===== src/hw/alpha_timing_pkg.sv =====
package alpha_timing_pkg;

	// timing defaults, overridden from the top level
	localparam int default_phase_cycles = 100; // clocks per sequence phase
	localparam int default_pickoff_depth = 6; // button pipeline taps

	// serial configuration word
	localparam int config_word_bits = 16;
	localparam int dummy_bits = 4; // extra bits after the word, index wraps
	localparam logic [config_word_bits-1:0] default_config_word = 16'h0a05;

	// reset / sync / token sequencer
	typedef enum logic [2:0] {
		seq_idle,
		seq_lead_in,
		seq_dreset_high,
		seq_dreset_low,
		seq_sync_high,
		seq_sync_low,
		seq_token_high,
		seq_token_low
	} seq_state_t;

	// one bit per setup / high / low triple
	typedef enum logic [2:0] {
		shift_idle,
		shift_lead_in,
		shift_data_setup, // sin takes the next bit
		shift_clock_high,
		shift_clock_low // bit index advances here
	} shift_state_t;

endpackage


===== src/hw/alpha_link_pkg.sv =====
package alpha_link_pkg;

	// raw push button levels from the board
	typedef struct packed {
		logic start_reset_sync; // button 1
		logic start_config; // button 2
	} buttons_t;

	// one-cycle strobes out of the edge detector, same bit order as buttons_t
	typedef struct packed {
		logic reset_sync;
		logic configure;
	} start_strobe_t;

	// sequencer outputs, never high together
	typedef struct packed {
		logic dreset;
		logic sync;
		logic token;
	} sequence_out_t;

	typedef struct packed {
		logic sin;
		logic sclk; // slow bit clock
	} serial_out_t;

	// pins to the readout chip
	typedef struct packed {
		logic pclk_t; // top, middle and bottom copies of the pixel clock
		logic pclk_m;
		logic pclk_b;
		logic sclk;
		logic sin;
		logic sync;
		logic token;
		logic auxtrig;
	} chip_pins_t;

endpackage


===== src/hw/button_edge_detect.sv =====
module button_edge_detect #(
	parameter int pickoff_depth = 6
) (
	input logic clock,
	input logic reset,
	input alpha_link_pkg::buttons_t buttons,
	output alpha_link_pkg::start_strobe_t strobes
);
	// tap 0 samples the pin, taps 1..pickoff_depth form the press window,
	// the oldest tap holds the level from just before the window
	localparam int oldest_tap = pickoff_depth + 1;

	logic [1:0] levels;
	logic [1:0][oldest_tap:0] pipe; // one delay line per button
	logic [1:0] rise;

	assign levels = buttons; // same bit order as the strobe struct

	// low before the window, high across all of it
	always_comb begin
		for (int b = 0; b < 2; b++) begin
			rise[b] = !pipe[b][oldest_tap] && (&pipe[b][pickoff_depth:1]);
		end
	end

	always_ff @(posedge clock) begin
		if (reset) begin
			pipe <= '0;
			strobes <= '0;
		end else begin
			for (int b = 0; b < 2; b++) begin
				pipe[b] <= {pipe[b][pickoff_depth:0], levels[b]}; // shift toward oldest
			end
			// true for a single cycle, the oldest tap goes high next
			strobes <= alpha_link_pkg::start_strobe_t'(rise);
		end
	end

endmodule


===== src/hw/reset_sync_sequencer.sv =====
module reset_sync_sequencer #(
	parameter int phase_cycles = 100
) (
	input logic clock,
	input logic reset,
	input logic start, // one-cycle strobe, restarts at any time
	output alpha_link_pkg::sequence_out_t seq
);
	localparam int count_width = $clog2(phase_cycles + 1);

	alpha_timing_pkg::seq_state_t state;
	alpha_timing_pkg::seq_state_t next_state;
	alpha_link_pkg::sequence_out_t next_seq;
	logic [count_width-1:0] count; // clocks spent in the current phase
	logic phase_done;

	assign phase_done = count == count_width'(phase_cycles - 1);

	// every phase is phase_cycles long, the strobe overrides everything
	always_comb begin
		next_state = state;
		if (start) begin
			next_state = alpha_timing_pkg::seq_lead_in;
		end else if (phase_done) begin
			case (state)
				alpha_timing_pkg::seq_lead_in: next_state = alpha_timing_pkg::seq_dreset_high;
				alpha_timing_pkg::seq_dreset_high: next_state = alpha_timing_pkg::seq_dreset_low;
				alpha_timing_pkg::seq_dreset_low: next_state = alpha_timing_pkg::seq_sync_high;
				alpha_timing_pkg::seq_sync_high: next_state = alpha_timing_pkg::seq_sync_low;
				alpha_timing_pkg::seq_sync_low: next_state = alpha_timing_pkg::seq_token_high;
				alpha_timing_pkg::seq_token_high: next_state = alpha_timing_pkg::seq_token_low;
				alpha_timing_pkg::seq_token_low: next_state = alpha_timing_pkg::seq_idle; // done
				default: next_state = alpha_timing_pkg::seq_idle;
			endcase
		end
	end

	// outputs decoded from the next state, so they switch with the state register
	always_comb begin
		next_seq = '0;
		case (next_state)
			alpha_timing_pkg::seq_dreset_high: next_seq.dreset = 1'b1;
			alpha_timing_pkg::seq_sync_high: next_seq.sync = 1'b1;
			alpha_timing_pkg::seq_token_high: next_seq.token = 1'b1;
			default: next_seq = '0; // lead-in, low phases and idle
		endcase
	end

	always_ff @(posedge clock) begin
		if (reset) begin
			state <= alpha_timing_pkg::seq_idle;
			count <= '0;
			seq <= '0;
		end else begin
			state <= next_state;
			seq <= next_seq; // dreset rises phase_cycles+1 clocks after the strobe
			if (start || phase_done || state == alpha_timing_pkg::seq_idle) begin
				count <= '0; // new phase or parked
			end else begin
				count <= count + 1'b1;
			end
		end
	end

endmodule


===== src/hw/serial_config_shifter.sv =====
module serial_config_shifter #(
	parameter int phase_cycles = 100,
	parameter logic [alpha_timing_pkg::config_word_bits-1:0] config_word =
		alpha_timing_pkg::default_config_word
) (
	input logic clock,
	input logic reset,
	input logic start, // one-cycle strobe, restarts the shift
	output alpha_link_pkg::serial_out_t serial
);
	localparam int count_width = $clog2(phase_cycles + 1);
	localparam int index_width = $clog2(alpha_timing_pkg::config_word_bits);
	// word bits plus the dummy tail
	localparam int total_bits = alpha_timing_pkg::config_word_bits + alpha_timing_pkg::dummy_bits;
	localparam int sent_width = $clog2(total_bits + 1);

	alpha_timing_pkg::shift_state_t state;
	logic [count_width-1:0] count; // clocks in the current phase
	logic [index_width-1:0] bit_index; // wraps at 16, so the tail repeats bits 0..3
	logic [sent_width-1:0] bits_sent;
	logic phase_done;

	assign phase_done = count == count_width'(phase_cycles - 1);

	always_ff @(posedge clock) begin
		if (reset) begin
			state <= alpha_timing_pkg::shift_idle;
			count <= '0;
			bit_index <= '0;
			bits_sent <= '0;
			serial <= '0;
		end else if (start) begin
			// restart from the lead-in, lines low
			state <= alpha_timing_pkg::shift_lead_in;
			count <= '0;
			bit_index <= '0;
			bits_sent <= '0;
			serial <= '0;
		end else if (state != alpha_timing_pkg::shift_idle) begin
			if (!phase_done) begin
				count <= count + 1'b1;
			end else begin
				count <= '0;
				case (state)
					alpha_timing_pkg::shift_lead_in: begin
						state <= alpha_timing_pkg::shift_data_setup;
						serial.sin <= config_word[bit_index]; // lsb first
					end
					alpha_timing_pkg::shift_data_setup: begin
						state <= alpha_timing_pkg::shift_clock_high;
						serial.sclk <= 1'b1; // sin held from setup
					end
					alpha_timing_pkg::shift_clock_high: begin
						state <= alpha_timing_pkg::shift_clock_low;
						serial.sclk <= 1'b0;
						bit_index <= bit_index + 1'b1;
						bits_sent <= bits_sent + 1'b1;
					end
					alpha_timing_pkg::shift_clock_low: begin
						if (bits_sent == sent_width'(total_bits)) begin
							// 61 phases in all, sin keeps the last bit
							state <= alpha_timing_pkg::shift_idle;
						end else begin
							state <= alpha_timing_pkg::shift_data_setup;
							serial.sin <= config_word[bit_index];
						end
					end
					default: state <= alpha_timing_pkg::shift_idle;
				endcase
			end
		end
	end

endmodule


===== src/hw/alpha_control_top.sv =====
module alpha_control_top #(
	parameter int phase_cycles = alpha_timing_pkg::default_phase_cycles,
	parameter int pickoff_depth = alpha_timing_pkg::default_pickoff_depth,
	parameter logic [alpha_timing_pkg::config_word_bits-1:0] config_word =
		alpha_timing_pkg::default_config_word
) (
	input logic clock,
	input logic reset,
	input alpha_link_pkg::buttons_t buttons,
	input logic auxtrig_in, // passed through, forced high during dreset
	output alpha_link_pkg::chip_pins_t pins
);
	alpha_link_pkg::start_strobe_t strobes;
	alpha_link_pkg::sequence_out_t seq;
	alpha_link_pkg::serial_out_t serial;

	// buttons to one-cycle starts
	button_edge_detect #(
		.pickoff_depth(pickoff_depth)
	) edge_detect (
		.clock(clock),
		.reset(reset),
		.buttons(buttons),
		.strobes(strobes)
	);

	reset_sync_sequencer #(
		.phase_cycles(phase_cycles)
	) sequencer (
		.clock(clock),
		.reset(reset),
		.start(strobes.reset_sync), // button 1
		.seq(seq)
	);

	serial_config_shifter #(
		.phase_cycles(phase_cycles),
		.config_word(config_word)
	) shifter (
		.clock(clock),
		.reset(reset),
		.start(strobes.configure), // button 2
		.serial(serial)
	);

	// clock-like pins all forced high while dreset is up
	always_comb begin
		pins.pclk_t = seq.dreset; // no pixel clock, only the reset pulse
		pins.pclk_m = seq.dreset;
		pins.pclk_b = seq.dreset;
		pins.sclk = serial.sclk | seq.dreset;
		pins.sin = serial.sin;
		pins.sync = seq.sync;
		pins.token = seq.token;
		pins.auxtrig = auxtrig_in | seq.dreset;
	end

endmodule


===== config.mk =====
export PLATFORM = sky130hd
export DESIGN_NAME = alpha_control_top
export DESIGN_NICKNAME = d
export VERILOG_FILES = /design/src/hw/alpha_timing_pkg.sv /design/src/hw/alpha_link_pkg.sv /design/src/hw/button_edge_detect.sv /design/src/hw/reset_sync_sequencer.sv /design/src/hw/serial_config_shifter.sv /design/src/hw/alpha_control_top.sv
export SDC_FILE = /design/constraint.sdc
export NUM_CORES = 1
export LEC_CHECK = 0
export ABC_AREA = 1
export BUFFER_PORTS_ARGS = -buffer_cell sky130_fd_sc_hd__buf_2
export CORE_ASPECT_RATIO = 0.6
export CORE_UTILIZATION = 50
export CTS_CLUSTER_DIAMETER = 100
export DETAILED_ROUTE_END_ITERATION = 7
export PLACE_DENSITY = 0.7
export RECOVER_POWER = 50
export SKIP_CTS_REPAIR_TIMING = 1
export SLEW_MARGIN = 25
export SYNTH_ARGS = -nofsm -noshare
export SYNTH_HDL_FRONTEND = slang
export SYNTH_SLANG_ARGS = --single-unit

===== constraint.sdc =====
create_clock -name clock -period 3.7 [get_ports clock]
set_clock_uncertainty 0.05 [all_clocks]
set_input_delay 0 -clock clock [delete_from_list [all_inputs] [get_ports clock]]
set_output_delay 0 -clock clock [all_outputs]
set_load 0.005 [all_outputs]

==> metrics.md, run 1 <==
| Metric | Value |
|---|---|
| Synth warnings | `0` |
| Min-Delay Path Class | `in -> reg` |
| Min-delay src | `reset` |
| Internal cell power | `731.8 µW` |
| Buffers on Ports | `12` |
| Area share of the leading cell type in the synthesized netlist | `46.04%` |
| Total global routing track utilization | `17.69%` |
| Run status | `finished clean` |
| ANT nets after route | `0` |
| Share of power burned in the clock network | `36.0%` |
| Endpoint, Worst Hold | `edge_detect.pipe[14]$_SDFF_PP0_` |
| Number of cells on the worst reg-to-reg path | `8` |
| First-pass GRT wire length | `6499 µm` |
| Residual overflow from global routing | `0` |
| Critical path arrival | `2080 ps` |
| Layout cells sized above 1 | `11.64%` |
| Estimated wirelength of the detail-placed design | `2854 µm` |
| Maximum resistive drop on vdd | `0.2035 mV` |
| Cell at the root of the clock tree | `sky130_fd_sc_hd__clkbuf_8` |
| Wire length per cell | `10.09 µm` |
| Unrepaired setup endpoints after global routing | `no` |
| Kind of start point of the critical path | `flip-flop` |
| Post-Syn Nets | `313` |
| Synthesized area per cell | `7.606 µm²` |
| Layout fillers | `399` |
| Number of sinks on the clock net | `53` |
| Sum of negative setup slack | `0 ps` |
| Leakage power of the design | `1.016 nW` |
| Setup slack on the worst flop-to-flop path | `1780 ps` |
| Final worst path period need | `1923 ps` |
| Max frequency | `520.0 MHz` |
| Cell type contributing the most total cell area after synthesis | `sky130_fd_sc_hd__dfxtp_1` |
| Seq/Total Area, Yosys | `46.04%` |
| Final core occ | `58.32%` |
| TritonCTS Buffers | `5` |
| Antenna violations before repair | `0` |
| DR WL met3 | `156 µm` |
| Number of unique standard cell types used by synthesis | `33` |
| Least-Margin Pin Slew | `627.3 ps` |
| CTS tree | `done` |
| Number of enable flip-flop cells after synthesis | `0` |
| Most frequent cell after synthesis | `sky130_fd_sc_hd__dfxtp_1` |
| # nets final | `327` |
| Reg-to-reg critical path startpoint | `shifter.count[0]$_SDFFE_PN0N_` |
| Summed instance area of the synthesized netlist | `0.002305 mm²` |
| Combinational group share of total power | `2.0%` |
| Endpoints failing hold | `0` |
| Total of max-cap violations | `0` |
| Cell types with the highest counts after synthesis | `sky130_fd_sc_hd__dfxtp_1, sky130_fd_sc_hd__nand2_1, sky130_fd_sc_hd__inv_1` |
| Number of design-rule violations left by the first detailed-router iteration | `89` |
| Height of the chip | `54.59 µm` |
| Row cnt | `18` |
| Floorplan die width | `89.65 µm` |
| Highest layer used for signal routing | `met4` |
| Setup violators final | `0` |
| Starting Density | `54.14%` |
| P_sw | `194.5 µW` |
| IO Pins | `13` |
| Share of synthesized flip-flops with an asynchronous set or reset | `0%` |
| Category of the most critical setup path | `reg -> reg` |
| Detailed-routed wire length on met2 | `1398 µm` |
| Power share of the sequential group | `62.0%` |
| Top cells by area in the synthesized netlist | `sky130_fd_sc_hd__dfxtp_1, sky130_fd_sc_hd__nand2_1, sky130_fd_sc_hd__inv_1` |
| Flop and latch count out of synthesis | `53` |
| Switching power share of the total | `21.00%` |
| Highest fanout seen on the critical path | `9` |
| Worst rel slew slack | `58.03%` |
| Number of cells on the worst hold path | `2` |
| Average via count per standard cell | `4.720` |
| Number of detailed-routing iterations run before antenna repair | `4` |
| Core Area | `0.004257 mm²` |
| Die area | `0.004894 mm²` |
| Share of the cycle needed by the critical path after routing | `51.98%` |
| Maximum number of pins on one net before global-route repair | `20` |
| Final GP Congestion | `0.8260` |
| Critical path capture point type | `flip-flop` |
| Vias in the first global route | `1468` |
| Clock-pin transition on the worst setup and hold timing paths | `90 ps` |
| Required @ worst endpoint | `3860 ps` |
| Met1 wire length | `2245 µm` |
| Synthesized netlist cell count | `303` |
| Hold slack final | `24.31 ps` |
| Maximum buffer depth of the clock tree | `2` |
| Skew-Pair Late Insertion Delay | `300 ps` |
| Post-synthesis to final-layout area growth | `7.709%` |
| Routed via count | `1784` |
| Total power per unit cell area | `373.1 mW/mm²` |
| Ant. Diodes | `0` |
| Remaining routing DRC violations | `0` |
| Wirelength, routed | `3813 µm` |
| R2r endpoint | `shifter.serial[1]$_SDFFE_PN0P_` |
| Top FF cell, synth | `sky130_fd_sc_hd__dfxtp_1` |
| Number of H-tree levels | `2` |
| Total count of max-transition violations in the final report | `0` |
## registers in the layout, indices dropped and copies added (netlist names), 3 cells and up, named ones only
| name | flops |
|---|---|
| shifter.state | 3 |
| shifter.bit_index | 4 |
| shifter.count | 7 |
| edge_detect.pipe | 16 |
| sequencer.count | 7 |
| sequencer.state | 3 |
| shifter.bits_sent | 5 |
| sequencer.seq | 3 |
## how the worst max path moves through the flow
stage / start / endpoint / slack [ps] / depth (start not counted)
floorplan: shifter.count[0]$_SDFFE_PN0N_ / shifter.serial[1]$_SDFFE_PN0P_ / 2320 / 8
global placement: shifter.count[0]$_SDFFE_PN0N_ / shifter.serial[1]$_SDFFE_PN0P_ / 2150 / 8
detailed placement: shifter.count[0]$_SDFFE_PN0N_ / flip-flop / 2090 / 8
CTS: shifter.count[0]$_SDFFE_PN0N_ / flip-flop / 2090 / 8
global route: shifter.count[0]$_SDFFE_PN0N_ / shifter.serial[1]$_SDFFE_PN0P_ / 1670 / 8
finish: shifter.count[0]$_SDFFE_PN0N_ / shifter.serial[1]$_SDFFE_PN0P_ / 1780 / 8
## metal layers
| metal | GRT usage, % | vias up |
|---|---|---|
| met5 | 0 | - |
| met4 | 4.497 | 0 |
| met3 | 4.525 | 2 |
| met2 | 23.48 | 30 |
| met1 | 27.51 | 777 |
| li1 | - | 975 |
## kinds of logic (layout without fill, tap and decap cells)
kind of cell    count (synthesis)  count (layout)  synth area share (%)
flops                          53              53                 46.04
xor+xnor                        5               5                 1.900
fa+ha+maj                       5               5                 2.714
compound gates                 28              28                 6.461
simple gates                  154             154                 32.30
buf+inv                        58              73                 10.59
## cell type report
cell class / count / area, µm² / area share (%)
repair buffers: 14 / 71.32 / 2.873
inverters: 51 / 196.4 / 7.913
clock buffers: 6 / 82.58 / 3.327
flip-flops and latches: 53 / 1061 / 42.74
multi-input cells: 192 / 982.2 / 39.57
clock inverters: 2 / 13.76 / 0.5544
well taps: 60 / 75.07 / 3.024
## cells in the final DEF (no fill, tap or decap), drive strengths merged, types with 2 or more instances in the layout
cell type and instances:
nand3b 2, nor2 51, nand4 5, xnor2 3, dfxtp 53, nand2 54
nand3 26, clkbuf 13, o21ai 10, nor4 2, nor3 8, inv 50
clkinv 3, or2 5, a21oi 17, xor2 2, ha 5, dlygate4sd3 2
buf 5
## power groups by stage
stage / registers (mW) / logic, mW / clock network [mW]
2_1_floorplan: 0.588 / 0.0129 / 0
3_3_place_gp: 0.588 / 0.0173 / 0
6_report: 0.574 / 0.0188 / 0.333
3_5_place_dp: 0.588 / 0.0174 / 0
4_1_cts: 0.575 / 0.0174 / 0.347
5_1_grt: 0.575 / 0.0214 / 0.371
## through the flow
step	power [mW]	std cells	setup WS (ps)	area [µm²]
2_1_floorplan	0.6004	303	2323	2305
3_3_place_gp	0.6050	368	2154	2392
3_5_place_dp	0.6052	368	2094	2392
4_1_cts	0.9386	376	2088	2489
5_1_grt	0.9672	378	1667	2482
6_report	0.9262	378	1777	2482
## worst max-delay path, stage by stage, from the launching register on
cell	delay, ps
sky130_fd_sc_hd__dfxtp_1	380
sky130_fd_sc_hd__ha_1	270
sky130_fd_sc_hd__nand2_1	80
sky130_fd_sc_hd__nor2_1	490
sky130_fd_sc_hd__nand2_2	190
sky130_fd_sc_hd__nor2_1	180
sky130_fd_sc_hd__nand3b_1	90
sky130_fd_sc_hd__nand2_1	70
sky130_fd_sc_hd__nor2_1	40
Power figures use the tool's default switching activity.
==> run 2: changes to the inputs <==
ABC_AREA = 0   (was 1)
PLACE_DENSITY = 0.71   (was 0.7)
clock period = 1.9 ns   (was 3.7 ns; I/O delays follow)
==> run 2 against run 1 <==
Against the previous run: utilization up 3.3 points; via count down 15%; worst setup slack worse by 1600 ps; wire length down 1.7%; synthesized cell count down 26%; non-clock buffer count up 6; first-iteration DRC count up 10%; sequential share of layout area up 1.7 points.
==> metrics.md, run 2 <==
| Metric | Value |
|---|---|
| Final worst path period need | `1738 ps` |
| Kind of start point of the critical path | `flip-flop` |
| Largest reg by FF count | `edge_detect.pipe` |
| Min-Delay Path Class | `in -> out` |
| Synthesized area per cell | `9.533 µm²` |
| Endpoints failing hold | `0` |
| CTS tree | `done` |
| Registers with the most flip-flops | `edge_detect.pipe (16), sequencer.count (7), shifter.count (7)` |
| Wirelength, routed | `3747 µm` |
| ANT nets after route | `0` |
| Total count of max-transition violations in the final report | `0` |
| Total of max-cap violations | `0` |
| PnR worst setup slack | `161.5 ps` |
| Final GP Congestion | `0.7856` |
| Remaining routing DRC violations | `0` |
| Endpoint, Worst Hold | `pins[0]` |
| Number of detailed-routing iterations run before antenna repair | `4` |
| Leakage power of the design | `0.9085 nW` |
| Sum of negative setup slack | `0 ps` |
| TritonCTS Buffers | `5` |
| Synthesized netlist cell count | `223` |
| Layout Cell Area excl Fill | `0.002386 mm²` |
| Post-synthesis to final-layout area growth | `12.24%` |
| Seq/Total Area, Yosys | `49.91%` |
| Starting Density | `54.91%` |
| Routed via count | `1513` |
| Area share of the leading cell type in the synthesized netlist | `49.91%` |
| Reg-to-reg critical path startpoint | `shifter.count[0]$_SDFFE_PN0N_` |
| Commonest cells after routing, fill and taps aside | `sky130_fd_sc_hd__dfxtp_1, sky130_fd_sc_hd__nor2_1, sky130_fd_sc_hd__nor2b_1` |
| # nets final | `250` |
| Maximum resistive drop on vdd | `0.5651 mV` |
| Highest fanout seen on the critical path | `7` |
| Number of enable flip-flop cells after synthesis | `0` |
| Ant. Diodes | `0` |
| Number of unique standard cell types used by synthesis | `44` |
| Layout cells sized above 1 | `12.03%` |
| Required @ worst endpoint | `2090 ps` |
| Number of sinks on the clock net | `53` |
| Skew-Pair Late Insertion Delay | `300 ps` |
| Cell types with the highest counts after synthesis | `sky130_fd_sc_hd__dfxtp_1, sky130_fd_sc_hd__nor2_1, sky130_fd_sc_hd__nor2b_1` |
| Share of synthesized flip-flops with an asynchronous set or reset | `0%` |
| Synth warnings | `0` |
| Wire length per cell | `12.57 µm` |
| Vias in the first global route | `1305` |
| Worst rel slew slack | `40.59%` |
| Total power per unit cell area | `825.2 mW/mm²` |
| Placement Cell Area | `0.002245 mm²` |
| Die area | `0.004525 mm²` |
| Clock-pin transition on the worst setup and hold timing paths | `90 ps` |
| Floorplan die width | `86.18 µm` |
| First-pass GRT wire length | `6223 µm` |
| Share of the cycle needed by the critical path after routing | `91.50%` |
| Setup violators final | `0` |
| Top cells by area in the synthesized netlist | `sky130_fd_sc_hd__dfxtp_1, sky130_fd_sc_hd__nor2_1, sky130_fd_sc_hd__nor2b_1` |
| Top FF cell, synth | `sky130_fd_sc_hd__dfxtp_1` |
| Total global routing track utilization | `18.34%` |
| Most frequent cell after synthesis | `sky130_fd_sc_hd__dfxtp_1` |
| Least-Margin Pin Slew | `877.3 ps` |
| Critical path capture point type | `flip-flop` |
| Setup slack on the worst flop-to-flop path | `160 ps` |
| Run status | `finished clean` |
| Critical path arrival | `1930 ps` |
| Core Area | `0.003871 mm²` |
| Post-Syn Nets | `233` |
| Number of cells on the worst hold path | `3` |
| Series of cell instances along the critical path | `ha_1 -> and4b_2 -> nand4_2 -> or3_1 -> a21oi_1` |
| Antenna violations before repair | `0` |
| Summed instance area of the synthesized netlist | `0.002126 mm²` |
| Max frequency | `575.2 MHz` |
| Unrepaired setup endpoints after global routing | `no` |
| Estimated wirelength of the detail-placed design | `2522 µm` |
| Min-delay src | `auxtrig_in` |
| Height of the chip | `52.51 µm` |
| Row cnt | `17` |
| Number of cells on the worst reg-to-reg path | `5` |
| Number of design-rule violations left by the first detailed-router iteration | `98` |
| Cell at the root of the clock tree | `sky130_fd_sc_hd__clkbuf_8` |
| IO Pins | `13` |
| Maximum buffer depth of the clock tree | `2` |
| Number of H-tree levels | `2` |
| Max reg flops | `16` |
| Residual overflow from global routing | `0` |
| Most common cell after layout, fill and taps aside | `sky130_fd_sc_hd__dfxtp_1` |
| Category of the most critical setup path | `reg -> reg` |
| Buffers on Ports | `12` |
| Flop and latch count out of synthesis | `53` |
| Hold slack final | `199.1 ps` |
| Maximum single-stage delay on the critical path | `380 ps` |
| Minimum setup slack after placement | `119.8 ps` |
| Average via count per standard cell | `5.077` |
| Cell with the largest stage delay on the worst path | `sky130_fd_sc_hd__dfxtp_1` |
| R2r endpoint | `shifter.bits_sent[4]$_SDFFE_PN0P_` |
| Maximum number of pins on one net before global-route repair | `19` |
| Cell type contributing the most total cell area after synthesis | `sky130_fd_sc_hd__dfxtp_1` |
## run 2: cell count changes after synthesis, sizes merged, moves of 5 or more
cell / before / now
nor2: 51 / 30
clkbuf: 1 / 6
xor2: 2 / 10
nand2: 54 / 15
a21oi: 17 / 6
nand3: 26 / 8
nor2b: 0 / 16
o21ai: 10 / 3
inv: 50 / 6
xnor2: 3 / 9
## run 2: cells by family (layout without fill, tap and decap cells)
family                     Yosys count  in the layout  share of synthesized area, %
DFF                                 53             53                         49.91
adders and majority gates            5              5                         2.943
muxes                                3              3                         1.413
xor gates and xnor gates            19             19                         7.828
AOI/OAI and AO/OA                   21             21                         6.652
and+or+nand+nor                    106            106                         27.84
buffers and inverters               16             34                         3.413
## run 2: cell type report
class                           instances  area (µm²)
Fill cell                             356        1485
Sequential cell                        53        1061
Multi-Input combinational cell        154       993.5
Timing Repair Buffer                   20       121.4
Clock buffer                            7       86.33
Tap cell                               57       71.32
Clock inverter                          1       30.03
Inverter                                6       22.52
## run 2: worst max-delay path, delay by kind of cell (launching register included)
family / cells / cell delay [ps]
AND/OR/NAND/NOR: 3 / 870
flip-flops: 1 / 380
adder cells (fa/ha/maj): 1 / 240
AO/OA/AOI/OAI: 1 / 140
## run 2: metal layers
layer	GRT usage [%]	routed length, µm	up-vias
li1	-	-	790
met3	5.197	233	2
met5	0	0	-
met2	25.00	1396	36
met4	5.000	18	0
met1	27.66	2099	685
## run 2: where the power goes
group	total (mW)	internal, mW	switching, mW
clock network	0.780	0.430	0.350
registers	1.13	1.12	0.00553
logic	0.0624	0.0281	0.0343
## run 2: how the worst max path moves through the flow
stage | start | to | slack, ps | cells after the start
4_1_cts | shifter.count[0]$_SDFFE_PN0N_ | shifter.bits_sent[4]$_SDFFE_PN0P_ | 110 | 5
2_1_floorplan | shifter.count[0]$_SDFFE_PN0N_ | shifter.bits_sent[4]$_SDFFE_PN0P_ | 270 | 6
3_3_place_gp | shifter.count[0]$_SDFFE_PN0N_ | shifter.bits_sent[4]$_SDFFE_PN0P_ | 150 | 5
3_5_place_dp | shifter.count[0]$_SDFFE_PN0N_ | shifter.bits_sent[4]$_SDFFE_PN0P_ | 120 | 5
6_report | shifter.count[0]$_SDFFE_PN0N_ | shifter.bits_sent[4]$_SDFFE_PN0P_ | 160 | 5
5_1_grt | reset | shifter.count[5]$_SDFFE_PN0N_ | 7 | 7
## run 2: metrics by stage
step | instances | total power [mW] | utilization, %
6_report | 298 | 1.969 | 61.64
5_1_grt | 298 | 2.039 | 61.64
4_1_cts | 295 | 1.985 | 60.99
3_5_place_dp | 287 | 1.209 | 57.98
3_3_place_gp | 287 | 1.209 | 57.98
2_1_floorplan | 223 | 1.188 | -
==> run 3: changes to the inputs <==
CORE_ASPECT_RATIO = 0.7   (was 0.6)
==> run 3 against run 2 <==
Against the previous run: flip-flop and latch count stayed put; sequential share of layout area is 0.28 points higher; final area is 0.63% lower; combinational power is 4.5% lower; fmax is 1.4% higher; worst setup slack better by 23 ps; non-clock buffer count is 2 higher; utilization is 2.3 points lower; worst hold slack worse by 140 ps; total power is 7.0% lower; register-to-register slack better by 20 ps; clock-buffer cell count is 2 lower.
==> metrics.md, run 3 (synthesized netlist as in run 2, its figures left out) <==
| Metric | Value |
|---|---|
| Run status | `finished clean` |
| CTS tree | `done` |
| Maximum number of pins on one net before global-route repair | `24` |
| End point of the critical path | `shifter.bits_sent[4]$_SDFFE_PN0P_` |
| Worst rel slew slack | `41.02%` |
| Total global routing track utilization | `17.27%` |
| Post-synthesis to final-layout area growth | `11.54%` |
| PnR worst setup slack | `184.9 ps` |
| Area used by multi-input combinational logic | `993.5 µm²` |
| Minimum setup slack after placement | `167.8 ps` |
| Number of sinks on the clock net | `53` |
| Number of H-tree levels | `2` |
| Starting Density | `53.23%` |
| ANT nets after route | `0` |
| Row cnt | `19` |
| Clock-pin transition on the worst setup and hold timing paths | `100 ps` |
| First-pass GRT wire length | `5796 µm` |
| Placement Cell Area | `0.002261 mm²` |
| Core Area | `0.003994 mm²` |
| Leakage power of the design | `0.9020 nW` |
| Final worst path period need | `1715 ps` |
| Registers with the most flip-flops | `edge_detect.pipe (16), sequencer.count (7), shifter.count (7)` |
| Sum of negative setup slack | `0 ps` |
| Category of the most critical setup path | `reg -> reg` |
| Wirelength, routed | `3496 µm` |
| Setup violators final | `0` |
| Setup slack on the worst flop-to-flop path | `180 ps` |
| # nets final | `252` |
| Estimated wirelength of the detail-placed design | `2472 µm` |
| Most common cell after layout, fill and taps aside | `sky130_fd_sc_hd__dfxtp_1` |
| Total of max-cap violations | `0` |
| Maximum buffer depth of the clock tree | `2` |
| Wire length per cell | `11.85 µm` |
| Min-Delay Path Class | `in -> reg` |
| TritonCTS Buffers | `5` |
| Highest fanout seen on the critical path | `7` |
| Number of cells on the worst reg-to-reg path | `5` |
| Endpoints failing hold | `0` |
| Antenna violations before repair | `0` |
| Critical path arrival | `1900 ps` |
| Register cell area after layout | `0.001061 mm²` |
| Final GP Congestion | `0.8548` |
| Average via count per standard cell | `5.068` |
| Vias in the first global route | `1293` |
| Share of the cycle needed by the critical path after routing | `90.27%` |
| Total instance count after detailed placement | `285` |
| Final core occ | `59.37%` |
| Layout fillers | `355` |
| Largest reg by FF count | `edge_detect.pipe` |
| R2r endpoint | `shifter.bits_sent[4]$_SDFFE_PN0P_` |
| IO Pins | `13` |
| Remaining routing DRC violations | `0` |
| Max reg flops | `16` |
| Unrepaired setup endpoints after global routing | `no` |
| Height of the chip | `56.56 µm` |
| Kind of start point of the critical path | `flip-flop` |
| Buffers on Ports | `12` |
| Routed via count | `1495` |
| Total count of max-transition violations in the final report | `0` |
| Origin of the worst setup path | `shifter.count[0]$_SDFFE_PN0N_` |
| Cell at the root of the clock tree | `sky130_fd_sc_hd__clkbuf_8` |
| Commonest cells after routing, fill and taps aside | `sky130_fd_sc_hd__dfxtp_1, sky130_fd_sc_hd__nor2_1, sky130_fd_sc_hd__nor2b_1` |
| Floorplan die width | `79.94 µm` |
| Least-Margin Pin Slew | `870.9 ps` |
| Maximum resistive drop on vdd | `0.5634 mV` |
| Residual overflow from global routing | `0` |
| Layout Cell Area excl Fill | `0.002371 mm²` |
| Number of design-rule violations left by the first detailed-router iteration | `136` |
| Number of detailed-routing iterations run before antenna repair | `4` |
| Hold slack final | `55.98 ps` |
| Max frequency | `583.0 MHz` |
| Non-filler instance count after layout | `295` |
| Layout cells sized above 1 | `12.76%` |
| Required @ worst endpoint | `2080 ps` |
| Critical path capture point type | `flip-flop` |
| Die area | `0.004521 mm²` |
| Ant. Diodes | `0` |
| Reg-to-reg critical path startpoint | `shifter.count[0]$_SDFFE_PN0N_` |
| Skew-Pair Late Insertion Delay | `310 ps` |
| Total power per unit cell area | `772.0 mW/mm²` |
| Overall power after layout | `1.830 mW` |
run 3: changes by cell type in the layout (fill, tap and decap cells not counted), sizes merged:
cell	previous run	this run
buf	14	16
bufinv	1	0
clkbuf	10	9
clkinv	0	2
dlygate4sd3	3	2
inv	6	7
run 3: layout make-up:
cell class	instances	share of cell area (%)
Clock buffer	5	2.902
Tap cell	52	2.744
Multi-Input combinational cell	154	41.90
Inverter	6	0.9499
Clock inverter	3	1.108
Sequential cell	53	44.75
Timing Repair Buffer	22	5.646
run 3: power breakdown:
part           internal, mW  total, mW  switching [mW]
clock network         0.269      0.644           0.375
registers              1.12       1.13         0.00568
logic                0.0274     0.0596          0.0322
total                  1.42       1.83           0.413
run 3: worst min path at each step:
stage	cells past startpoint	to	from
final	3	shifter.state[1]$_SDFFE_PN0P_	reset
after global routing	3	shifter.state[2]$_SDFFE_PN0P_	reset
after CTS	2	edge_detect.pipe[8]$_SDFF_PP0_	buttons[1]
after detailed placement	2	edge_detect.pipe[8]$_SDFF_PP0_	buttons[1]
after global placement	2	edge_detect.pipe[8]$_SDFF_PP0_	buttons[1]
after floorplan	1	edge_detect.pipe[2]$_SDFF_PP0_	reset
run 3: worst max-delay path, stage by stage, from the launching register on:
cell and delay [ps]:
sky130_fd_sc_hd__dfxtp_1 390, sky130_fd_sc_hd__ha_1 180, sky130_fd_sc_hd__and4b_2 330, sky130_fd_sc_hd__nand4_2 150
sky130_fd_sc_hd__or3_1 380, sky130_fd_sc_hd__a21oi_1 150
run 3: layer usage:
metal	global-route usage, %	share of wire, %
met5	0	0
met4	8.418	1.4
met3	6.016	4.5
met2	22.47	38
met1	24.95	56
